`src/hw/rvga_pkg.sv`:
```
package rvga_pkg;

  typedef logic [31:0] rvga_word;
  typedef logic [4:0]  rvga_reg;

  typedef enum logic [6:0] {
    e_rvga_opcode_op     = 7'b0110011,
    e_rvga_opcode_op_imm = 7'b0010011,
    e_rvga_opcode_lui    = 7'b0110111,
    e_rvga_opcode_br     = 7'b1100011,
    e_rvga_opcode_store  = 7'b0100011,
    e_rvga_opcode_load   = 7'b0000011,
    e_rvga_opcode_jal    = 7'b1101111,
    e_rvga_opcode_jalr   = 7'b1100111
  } rvga_opcode_e;

  // Arithmetic operation as encoded in funct3
  typedef enum logic [2:0] {
    e_rvga_artop_add  = 3'b000,
    e_rvga_artop_sll  = 3'b001,
    e_rvga_artop_slt  = 3'b010,
    e_rvga_artop_sltu = 3'b011,
    e_rvga_artop_xor  = 3'b100,
    e_rvga_artop_srx  = 3'b101,
    e_rvga_artop_or   = 3'b110,
    e_rvga_artop_and  = 3'b111
  } rvga_artop_e;

  typedef struct packed {
    logic [6:0] funct7;
    rvga_reg    rs2;
    rvga_reg    rs1;
    logic [2:0] funct3;
    rvga_reg    rd;
    logic [6:0] opcode;
  } rvga_inst_r_s;

  typedef struct packed {
    logic [11:0] imm_11_0;
    rvga_reg     rs1;
    logic [2:0]  funct3;
    rvga_reg     rd;
    logic [6:0]  opcode;
  } rvga_inst_i_s;

  typedef struct packed {
    logic [6:0] imm_11_5;
    rvga_reg    rs2;
    rvga_reg    rs1;
    logic [2:0] funct3;
    logic [4:0] imm_4_0;
    logic [6:0] opcode;
  } rvga_inst_s_s;

  typedef struct packed {
    logic       imm_12;
    logic [5:0] imm_10_5;
    rvga_reg    rs2;
    rvga_reg    rs1;
    logic [2:0] funct3;
    logic [3:0] imm_4_1;
    logic       imm_11;
    logic [6:0] opcode;
  } rvga_inst_b_s;

  typedef struct packed {
    logic [19:0] imm_31_12;
    rvga_reg     rd;
    logic [6:0]  opcode;
  } rvga_inst_u_s;

  typedef struct packed {
    logic       imm_20;
    logic [9:0] imm_10_1;
    logic       imm_11;
    logic [7:0] imm_19_12;
    rvga_reg    rd;
    logic [6:0] opcode;
  } rvga_inst_j_s;

  typedef union packed {
    rvga_inst_r_s r;
    rvga_inst_i_s i;
    rvga_inst_s_s s;
    rvga_inst_b_s b;
    rvga_inst_u_s u;
    rvga_inst_j_s j;
  } rvga_inst_u;

endpackage : rvga_pkg

```
`src/hw/rvga_ifs.sv`:
```
`timescale 1ns/1ps

// Decoded instruction from decode_stage to reg_fetch
interface dec_if;
  import rvga_pkg::*;

  logic        valid;
  rvga_reg     rs1;
  rvga_reg     rs2;
  rvga_reg     rd;
  rvga_word    imm;
  logic        imm_v;      // Second operand is the immediate
  logic        lui;        // First operand forced to zero
  rvga_artop_e artop;
  logic        alt_art;    // Subtract or arithmetic shift right
  logic        illegal;

  modport src (output valid, rs1, rs2, rd, imm, imm_v, lui, artop, alt_art, illegal);
  modport dst (input  valid, rs1, rs2, rd, imm, imm_v, lui, artop, alt_art, illegal);
endinterface : dec_if

// Resolved operands from reg_fetch to alu_execute
interface exe_if;
  import rvga_pkg::*;

  logic        valid;
  logic        illegal;
  rvga_reg     rd;
  rvga_word    op_a;
  rvga_word    op_b;
  rvga_artop_e artop;
  logic        alt_art;

  modport src (output valid, illegal, rd, op_a, op_b, artop, alt_art);
  modport dst (input  valid, illegal, rd, op_a, op_b, artop, alt_art);
endinterface : exe_if

```
`src/hw/decode_stage.sv`:
```
`timescale 1ns/1ps

module decode_stage (
  input  logic              clk,
  input  logic              rst_n,
  input  logic              instr_valid,
  input  rvga_pkg::rvga_word instr,
  dec_if.src                dec
);
  import rvga_pkg::*;

  rvga_inst_u   inst;
  rvga_opcode_e opcode;
  rvga_artop_e  artop;
  rvga_word     imm;
  logic         legal;
  logic         imm_v;
  logic         lui;
  logic         alt_art;

  assign inst   = instr;
  assign opcode = rvga_opcode_e'(inst.r.opcode);

  always_comb begin
    legal   = 1'b1;
    imm_v   = 1'b0;
    lui     = 1'b0;
    alt_art = 1'b0;
    artop   = rvga_artop_e'(inst.r.funct3);
    imm     = '0;
    case (opcode)
      e_rvga_opcode_op: begin
        alt_art = inst.r.funct7[5];  // Bit 30 selects sub and sra
      end
      e_rvga_opcode_op_imm: begin
        imm_v = 1'b1;
        if (artop == e_rvga_artop_sll || artop == e_rvga_artop_srx) begin
          imm     = {27'b0, inst.i.imm_11_0[4:0]};  // Only the shamt
          alt_art = (artop == e_rvga_artop_srx) && inst.i.imm_11_0[10];
        end else begin
          imm = {{20{inst.i.imm_11_0[11]}}, inst.i.imm_11_0};
        end
      end
      e_rvga_opcode_lui: begin
        lui   = 1'b1;
        imm_v = 1'b1;
        artop = e_rvga_artop_add;
        imm   = {inst.u.imm_31_12, 12'b0};
      end
      default: legal = 1'b0;
    endcase
  end

  always_ff @(posedge clk or negedge rst_n) begin
    if (!rst_n) begin
      dec.valid   <= 1'b0;
      dec.illegal <= 1'b0;
    end else begin
      dec.valid   <= instr_valid && legal;
      dec.illegal <= instr_valid && !legal;
    end
  end

  always_ff @(posedge clk) begin
    dec.rs1     <= inst.r.rs1;
    dec.rs2     <= inst.r.rs2;
    dec.rd      <= inst.r.rd;
    dec.imm     <= imm;
    dec.imm_v   <= imm_v;
    dec.lui     <= lui;
    dec.artop   <= artop;
    dec.alt_art <= alt_art;
  end

endmodule : decode_stage

```
`src/hw/reg_fetch.sv`:
```
`timescale 1ns/1ps

module reg_fetch #(
  parameter int NUM_REGS = 32
) (
  input  logic               clk,
  input  logic               rst_n,
  input  logic               wb_valid,
  input  rvga_pkg::rvga_reg  wb_rd,
  input  rvga_pkg::rvga_word wb_data,
  dec_if.dst                 dec,
  exe_if.src                 exe
);
  import rvga_pkg::*;

  localparam int IDX_W = $clog2(NUM_REGS);

  rvga_word regs [NUM_REGS];
  rvga_word rs1_val;
  rvga_word rs2_val;
  rvga_word op_a;
  rvga_word op_b;
  logic     wb_en;

  // Registers above NUM_REGS do not exist in RV32E and stay unwritten
  assign wb_en = wb_valid && (wb_rd != '0) && (int'(wb_rd) < NUM_REGS);

  always_ff @(posedge clk or negedge rst_n) begin
    if (!rst_n) begin
      for (int i = 0; i < NUM_REGS; i++) begin
        regs[i] <= '0;
      end
    end else if (wb_en) begin
      regs[wb_rd[IDX_W-1:0]] <= wb_data;
    end
  end

  // Bypass covers the instruction one position ahead, still in the ALU
  function automatic rvga_word read_operand(input rvga_reg rs);
    rvga_word val;
    if (rs == '0) begin
      val = '0;
    end else if (wb_valid && rs == wb_rd) begin
      val = wb_data;
    end else if (int'(rs) < NUM_REGS) begin
      val = regs[rs[IDX_W-1:0]];
    end else begin
      val = '0;
    end
    return val;
  endfunction

  always_comb begin
    rs1_val = read_operand(dec.rs1);
    rs2_val = read_operand(dec.rs2);
    op_a    = dec.lui ? '0 : rs1_val;
    op_b    = dec.imm_v ? dec.imm : rs2_val;
  end

  always_ff @(posedge clk or negedge rst_n) begin
    if (!rst_n) begin
      exe.valid   <= 1'b0;
      exe.illegal <= 1'b0;
    end else begin
      exe.valid   <= dec.valid;
      exe.illegal <= dec.illegal;
    end
  end

  always_ff @(posedge clk) begin
    exe.rd      <= dec.rd;
    exe.op_a    <= op_a;
    exe.op_b    <= op_b;
    exe.artop   <= dec.artop;
    exe.alt_art <= dec.alt_art;
  end

endmodule : reg_fetch

```
`src/hw/alu_execute.sv`:
```
`timescale 1ns/1ps

module alu_execute (
  input  logic               clk,
  input  logic               rst_n,
  exe_if.dst                 exe,
  output logic               wb_valid,
  output rvga_pkg::rvga_reg  wb_rd,
  output rvga_pkg::rvga_word wb_data,
  output logic               result_valid,
  output rvga_pkg::rvga_reg  result_rd,
  output rvga_pkg::rvga_word result_data,
  output logic               illegal
);
  import rvga_pkg::*;

  rvga_word   alu_res;
  logic [4:0] shamt;

  assign shamt = exe.op_b[4:0];

  always_comb begin
    case (exe.artop)
      e_rvga_artop_add: begin
        alu_res = exe.alt_art ? exe.op_a - exe.op_b : exe.op_a + exe.op_b;
      end
      e_rvga_artop_sll: begin
        alu_res = exe.op_a << shamt;
      end
      e_rvga_artop_slt: begin
        alu_res = {31'b0, $signed(exe.op_a) < $signed(exe.op_b)};
      end
      e_rvga_artop_sltu: begin
        alu_res = {31'b0, exe.op_a < exe.op_b};
      end
      e_rvga_artop_xor: begin
        alu_res = exe.op_a ^ exe.op_b;
      end
      e_rvga_artop_srx: begin
        if (exe.alt_art) begin
          alu_res = $unsigned($signed(exe.op_a) >>> shamt);  // Sign fills from the left
        end else begin
          alu_res = exe.op_a >> shamt;
        end
      end
      e_rvga_artop_or: begin
        alu_res = exe.op_a | exe.op_b;
      end
      default: begin
        alu_res = exe.op_a & exe.op_b;
      end
    endcase
  end

  // Write-back goes out in the same cycle so reg_fetch can bypass it
  assign wb_valid = exe.valid && (exe.rd != '0);
  assign wb_rd    = exe.rd;
  assign wb_data  = alu_res;

  always_ff @(posedge clk or negedge rst_n) begin
    if (!rst_n) begin
      result_valid <= 1'b0;
      illegal      <= 1'b0;
    end else begin
      result_valid <= exe.valid;
      illegal      <= exe.illegal;
    end
  end

  always_ff @(posedge clk) begin
    result_rd   <= exe.rd;
    result_data <= alu_res;
  end

endmodule : alu_execute

```
`src/hw/rvga_core.sv`:
```
`timescale 1ns/1ps

module rvga_core #(
  parameter int NUM_REGS = 32  // 16 for RV32E
) (
  input  logic               clk,
  input  logic               rst_n,
  input  logic               instr_valid,
  input  rvga_pkg::rvga_word instr,
  output logic               result_valid,
  output rvga_pkg::rvga_reg  result_rd,
  output rvga_pkg::rvga_word result_data,
  output logic               illegal
);
  import rvga_pkg::*;

  logic     wb_valid;
  rvga_reg  wb_rd;
  rvga_word wb_data;

  dec_if dec_bus ();
  exe_if exe_bus ();

  decode_stage i_decode_stage (
    .clk         (clk),
    .rst_n       (rst_n),
    .instr_valid (instr_valid),
    .instr       (instr),
    .dec         (dec_bus.src)
  );

  reg_fetch #(
    .NUM_REGS (NUM_REGS)
  ) i_reg_fetch (
    .clk      (clk),
    .rst_n    (rst_n),
    .wb_valid (wb_valid),
    .wb_rd    (wb_rd),
    .wb_data  (wb_data),
    .dec      (dec_bus.dst),
    .exe      (exe_bus.src)
  );

  alu_execute i_alu_execute (
    .clk          (clk),
    .rst_n        (rst_n),
    .exe          (exe_bus.dst),
    .wb_valid     (wb_valid),
    .wb_rd        (wb_rd),
    .wb_data      (wb_data),
    .result_valid (result_valid),
    .result_rd    (result_rd),
    .result_data  (result_data),
    .illegal      (illegal)
  );

endmodule : rvga_core

```
`config.mk`:
```
export PLATFORM = sky130hd
export DESIGN_NAME = rvga_core
export DESIGN_NICKNAME = d
export VERILOG_FILES = /design/src/hw/rvga_pkg.sv /design/src/hw/rvga_ifs.sv /design/src/hw/decode_stage.sv /design/src/hw/reg_fetch.sv /design/src/hw/alu_execute.sv /design/src/hw/rvga_core.sv
export SDC_FILE = /design/constraint.sdc
export NUM_CORES = 2
export LEC_CHECK = 0
export BUFFER_PORTS_ARGS = -buffer_cell sky130_fd_sc_hd__buf_2
export CORE_MARGIN = 8
export CORE_UTILIZATION = 40
export CTS_CLUSTER_DIAMETER = 80
export CTS_CLUSTER_SIZE = 28
export DETAILED_ROUTE_END_ITERATION = 6
export PLACE_DENSITY_LB_ADDON = 0.1
export SLEW_MARGIN = 10
export SYNTH_ARGS = -nofsm -noshare
export SYNTH_HDL_FRONTEND = slang
export SYNTH_SLANG_ARGS = --single-unit
```
`constraint.sdc`:
```
create_clock -name clk -period 3.75 [get_ports clk]
set_input_delay 0.75 -clock clk [delete_from_list [all_inputs] [get_ports clk]]
set_output_delay 0.75 -clock clk [all_outputs]
set_load 0.005 [all_outputs]
```
Yosys cells after proc, flatten, opt, wreduce, memory -nomap -nowiden
Index checks and enable logic that the tools add are counted.
Widths: inputs -> output; s select.
- add/sub/neg operators: 2
- magnitude comparators: 6
- equality and inequality tests: 13
- shift operators: 3
- mux-type cells: 23
- bitwise logic cells: 6
- reduce and logical (&&, ||, !) cells: 17
- operators with widths (operator ; count):
    $bwmux 1024 ; 1
    $mux 32 ; 12
    $bmux 32 s5 ; 2
    $pmux 32 s7 ; 1
    $demux 32 s5 ; 1
    $lt 32x32->1 ; 2
    $pmux 32 s2 ; 1
    $add 32x32->32 ; 1
    $and 32x32->32 ; 1
    $or 32x32->32 ; 1
    $shl 32x5->32 ; 1
    $shr 32x5->32 ; 1
    $sshr 32x5->32 ; 1
    $sub 32x32->32 ; 1
    $xor 32x32->32 ; 1
    $ge 6x6->1 const B ; 3
    $not 5->6 ; 3
    $eq 7x6->1 const B ; 2
    $eq 3x3->1 const B ; 4
    $eq 5x5->1 ; 2
    $logic_not 5->1 ; 2
    $logic_and 1x1->1 ; 8
    $eq 7x5->1 const B ; 1
    $eq 3x1->1 const B ; 2
    other kinds (10) ; 15
- register bits: 1193
- input port bits: 35
- output and inout bits: 39
- logic and storage cells: 123

Longest topological paths before layout
- depth in word-level cells: 7
- gate-level depth with buffers: 19
- depth with buffers taken out: 14

Modules after synthesis
A second synthesis with hierarchy kept.
- cell total of the unflattened synthesis: 5216
- area, all modules: 67537.3 µm²
- by module, submodules not included (module ; times used ; cells each ; area each (µm²) ; sequential area each (µm²)):
    reg_fetch ; 1 ; 3721 ; 56098.8 ; 27136.0
    alu_execute ; 1 ; 1358 ; 9770.6 ; 790.8
    decode_stage ; 1 ; 137 ; 1667.8 ; 1111.1

Worst setup path after synthesis
No wires, ideal clock.
- path kind: reg-to-reg
- start: reg i_reg_fetch.exe.op_b[2]
- end: reg i_reg_fetch.exe.op_a[29]
- setup time: 134 ps
- arrival: 3908 ps
- required time: 3616 ps
- slack: -292 ps
- stages on the path, launching flop included: 18
- buffers on the path: 6
- period minus slack after synthesis: 4042 ps
- cells stage by stage: dfxtp_1 buf_2 inv_1 buf_2 buf_2 buf_1 ha_1 buf_2 or4_4 a211oi_1 a221oi_2 a311oi_2 a2111oi_0 o31a_1 xnor2_1 a21oi_2 buf_2 o22ai_1
- longest elaborated chain between the ends: 4
- elaborated cells between the ends (all ways): 9
- those cells by class: 2 x add/sub; 3 x shift; 4 x mux
- ends and longest elaborated chain (item ; RTL line ; RTL):
    start: declaration ; rvga_ifs.sv:34 ; modport src (output valid, illegal, rd, op_a, op_b, artop, alt_art);
    $add 32x32->32, or another cell as far along ; alu_execute.sv:25 ; alu_res = exe.alt_art ? exe.op_a - exe.op_b : exe.op_a + exe.op_b;
    $mux 32 (on tied branches) ; alu_execute.sv:25, alu_execute.sv:40 ;
    $pmux 32 s7 (*) ; alu_execute.sv:23 ; case (exe.artop)
    $mux 32 (*) ; reg_fetch.sv:43 ; end else if (wb_valid && rs == wb_rd) begin
    end: declaration ; rvga_ifs.sv:34 ;
Mark *: on every way between the ends. The rest lies on a longest branch, timed or not.
A chain may end at the register's enable or synchronous reset.

Worst setup path in the final report
- start: reg i_reg_fetch.exe.op_a[3]
- end: reg i_reg_fetch.regs[282] in the netlist's numbering
- longest elaborated chain between the ends: 4
- elaborated cells between the ends (all ways): 9
- those cells by class: 2 x add/sub; 3 x shift; 4 x mux
- ends and longest elaborated chain (item ; RTL line ; RTL):
    $add 32x32->32, or another cell as far along ; alu_execute.sv:25 ;
    $mux 32 (on tied branches) ; alu_execute.sv:25, alu_execute.sv:40 ;
    $pmux 32 s7 (*) ; alu_execute.sv:23 ;
    $bwmux 1024 (*) ; reg_fetch.sv:34 ; regs[wb_rd[IDX_W-1:0]] <= wb_data;
    end signal: indexed assignment ; reg_fetch.sv:34 ;
    end: declaration ; reg_fetch.sv:18 ; rvga_word regs [NUM_REGS];
Marks and branches as above.

==> summary.md <==
| Metric | Value |
|---|---|
| Final Critical Period | `3660 ps` |
| Worst EP required | `4410 ps` |
| # fillers | `15,600` |
| Clock Latency Late Sink | `760 ps` |
| Hold Slack | `96.7 ps` |
| Peak VDD IR | `0.412 mV` |
| Sequential share of power | `0.463` |
| Syn_area_per_cell | `10.3 µm²` |
| CP max FO | `8` |
| Post-synth top flop | `dfrtp_1` |
| Crit path top cell by count | `o31ai_2` |
| Row count | `150` |
| DPL Wire Length | `181,000 µm` |
| Register area | `29,100 µm²` |
| Global-route wire length before repair | `396,000 µm` |
| CP Capture Type | `register` |
| Final Cycle Share | `0.977` |
| Status | `finished clean` |
| Final worst slack | `86.0 ps` |
| Die Y | `426 µm` |
| Die area | `181,000 µm²` |
| Skew final | `54.6 ps` |
| Maxcap violations | `0` |
| H-tree Lvls | `3` |
| Final Max Slew Viols | `0` |
| Synthesis-stage register bit count | `1,193` |
| Syn_nets | `6,662` |
| Clock Path Buffers | `3` |
| Multi-input logic area | `35,900 µm²` |
| Syn Inst Count | `6,528` |
| Grt ovf | `0` |
| Post-synth EDFFs | `0` |
| Comb power frac | `0.149` |
| Synthesized area | `67,200 µm²` |
| Most common cell after layout, fill and taps aside | `nand2_1` |
| Critical-path top delay cell | `a221o_1` |
| Starting density of the core | `0.402` |
| Maximum clock rate | `273 MHz` |
| Most frequent cells in the layout | `nand2_1 (1,420), dfrtp_1 (1,030), o21ai_0 (751)` |
| Finished Core Util | `0.461` |
| Post-Place Worst Slack | `-242 ps` |
| GPL Wtd Cong | `0.969` |
| Hold Path Class | `in2reg` |
| Die X | `426 µm` |
| Sequential area share after synthesis | `0.432` |
| Core area | `167,000 µm²` |
| P per Cell Area | `371 nW/µm²` |
| Initial antenna violation count | `17` |
| Synth-to-layout area growth | `14.5%` |
| Final hold vios | `0` |
| WS Path Type | `reg2reg` |
| Gr usage total | `0.297` |
| Switching share of power | `0.319` |
| Pint | `19,400 µW` |
| Slowest stage delay, CP | `440 ps` |
| Largest net degree at the start of global routing | `113` |
| Syn. warnings | `0` |
| Setup TNS | `0 ps` |
| Via count | `54,700` |
| P_leak | `0.0342 µW` |
| Nets@finish | `6,688` |
| WL final | `276,000 µm` |
| Clk sink count | `1,193` |
| Vias in the first global route | `53,000` |
| Io pins | `74` |
| WL per Instance | `31.3 µm` |
| Root Buffer | `clkbuf_16` |
| RSZ-0062 raised after global routing | `yes` |
| Clock transition at the registers of the reported paths | `110 ps` |
| Port Buffers | `73` |
| Post-route DRC | `0` |
| Critical Path AT | `4330 ps` |
| Vias per inst | `6.19` |
| TritonCTS Buffers | `86` |
| Clock group share of total power | `0.388` |
| Post-route ant nets | `0` |
| Worst slew pin tran | `1180 ps` |
| DRT iter0 DRCs | `6,441` |
| Final Setup Violations | `0` |
| First-pass iteration count of the detailed router | `6` |
| Rel. slew slack | `0.215` |
| Ys async rst share | `0.863` |
| Crit start category | `register` |
| CTS tree | `built` |
| Share of cells above drive strength 1 | `0.247` |
| Netlist cell types | `91` |
| Crit-path cells | `inv_1 -> ha_4 -> buf_4 -> o211ai_1 -> o21a_1 -> a221o_1 -> a211o_1 -> a2111oi_4 -> o31ai_2 -> a31oi_2 -> buf_6 -> mux2_4 -> o31ai_2` |
| P_sw | `9100 µW` |
-- synth_stat cells (41+ instances only) --
master    number  share of area
a21o_1        41         0.0046
a21oi_1      215          0.016
a221oi_1      70         0.0091
a22oi_1       70         0.0078
buf_1         66         0.0037
buf_2         76         0.0057
clkbuf_1     475          0.027
dfrtp_1     1030           0.38
dfxtp_1      163          0.049
ha_1          97          0.018
inv_1        120         0.0067
mux2_2       254          0.043
mux2i_1      257          0.038
mux4_2       501           0.17
nand2_1     1451          0.081
nor2_1       227          0.013
o211ai_1      70         0.0078
o21ai_0      755          0.056
o21ai_1       58         0.0043
o31ai_1       45         0.0050
-- critical path, delay by kind of cell, from the launching register on --
kind                     cells  cell delay [ps]
flip-flops                   1              340
buffers and inverters        3              390
AO/OA/AOI/OAI                8             2160
adder cells (fa/ha/maj)      1              280
multiplexers                 1              410
-- sequential cells by signal (all words and copies together), names as in the netlist, 3 cells and up --
name and count:
i_decode_stage.dec.rs2 5, i_reg_fetch.exe.op_a 32, i_reg_fetch.exe.artop 3, i_reg_fetch.regs 1024, i_reg_fetch.exe.op_b 32, i_alu_execute.result_data 32
i_decode_stage.dec.artop 3, i_alu_execute.result_rd 5, i_decode_stage.dec.rd 5, i_decode_stage.dec.imm 32, i_decode_stage.dec.rs1 5, i_reg_fetch.exe.rd 5
-- layout make-up --
| cell class | count | share of cell area |
|---|---|---|
| clock inverters | 73 | 0.0140 |
| clock buffers | 89 | 0.0284 |
| well taps | 2204 | 0.0358 |
| inverters | 122 | 0.00595 |
| flip-flops and latches | 1193 | 0.378 |
| diodes | 2 | 0.0000650 |
| multi-input cells | 4577 | 0.467 |
| repair buffers | 574 | 0.0713 |
-- power by group through the flow --
stage	sequential (µW)	clock (µW)	combinational (µW)
after detailed placement	13500	0	4140
after global routing	13200	11700	4490
after floorplan	13400	0	2060
final	13200	11100	4260
after CTS	13200	11300	4160
after global placement	13500	0	4150
-- per-stage QoR --
step | power, µW | std cells | instance area (µm²)
after CTS | 28700 | 8826 | 76600
after floorplan | 15500 | 6528 | 67300
after detailed placement | 17600 | 8663 | 73300
final | 28500 | 8834 | 77000
after global routing | 29400 | 8833 | 77000
after global placement | 17600 | 8663 | 73300
-- per-layer routing --
layer	vias up	routed length, µm	GRT usage
met4	2	10300	0.101
met2	2512	121000	0.448
met1	28100	121000	0.435
met3	481	23200	0.0518
met5	-	20	0
li1	23600	-	-
-- final timing paths --
kind	startpoint	endpoint	slack (ps)	depth (start not counted)
setup / recovery	i_reg_fetch.exe.op_a[3]	i_reg_fetch.regs[282]	90	13
hold / removal	instr[11]	i_decode_stage.dec.rd[4]	100	1
setup reg to reg	i_reg_fetch.exe.op_a[3]	i_reg_fetch.regs[282]	90	13
hold reg to reg	i_decode_stage.dec.rd[2]	i_reg_fetch.exe.rd[2]	330	0
max in group asynchronous	rst_n	i_reg_fetch.regs[517]	1990	4
min in group asynchronous	rst_n	i_reg_fetch.regs[919]	570	2
-- kinds of logic (layout without fill, tap and decap cells) --
kind of cell,Yosys count,after routing,share of synthesized area
AND/OR/NAND/NOR,1871,1871,0.111
other,0,2,0
buffers and inverters,760,858,0.0451
flip-flops,1193,1193,0.432
multiplexers,1012,1014,0.249
XOR/XNOR,28,28,0.00365
AO/OA/AOI/OAI,1565,1565,0.141
adder cells (fa/ha/maj),99,99,0.0187
-- timing repair --
action	CTS	global route
gates resized for setup	5	63
pin swaps	0	14
buffers inserted	0	3
cloned	0	3
endpoints found under the setup margin	45	421
hold buffers	1	0
endpoints found under the hold margin	30	0
Note: power is estimated with default switching activity, not from simulation.
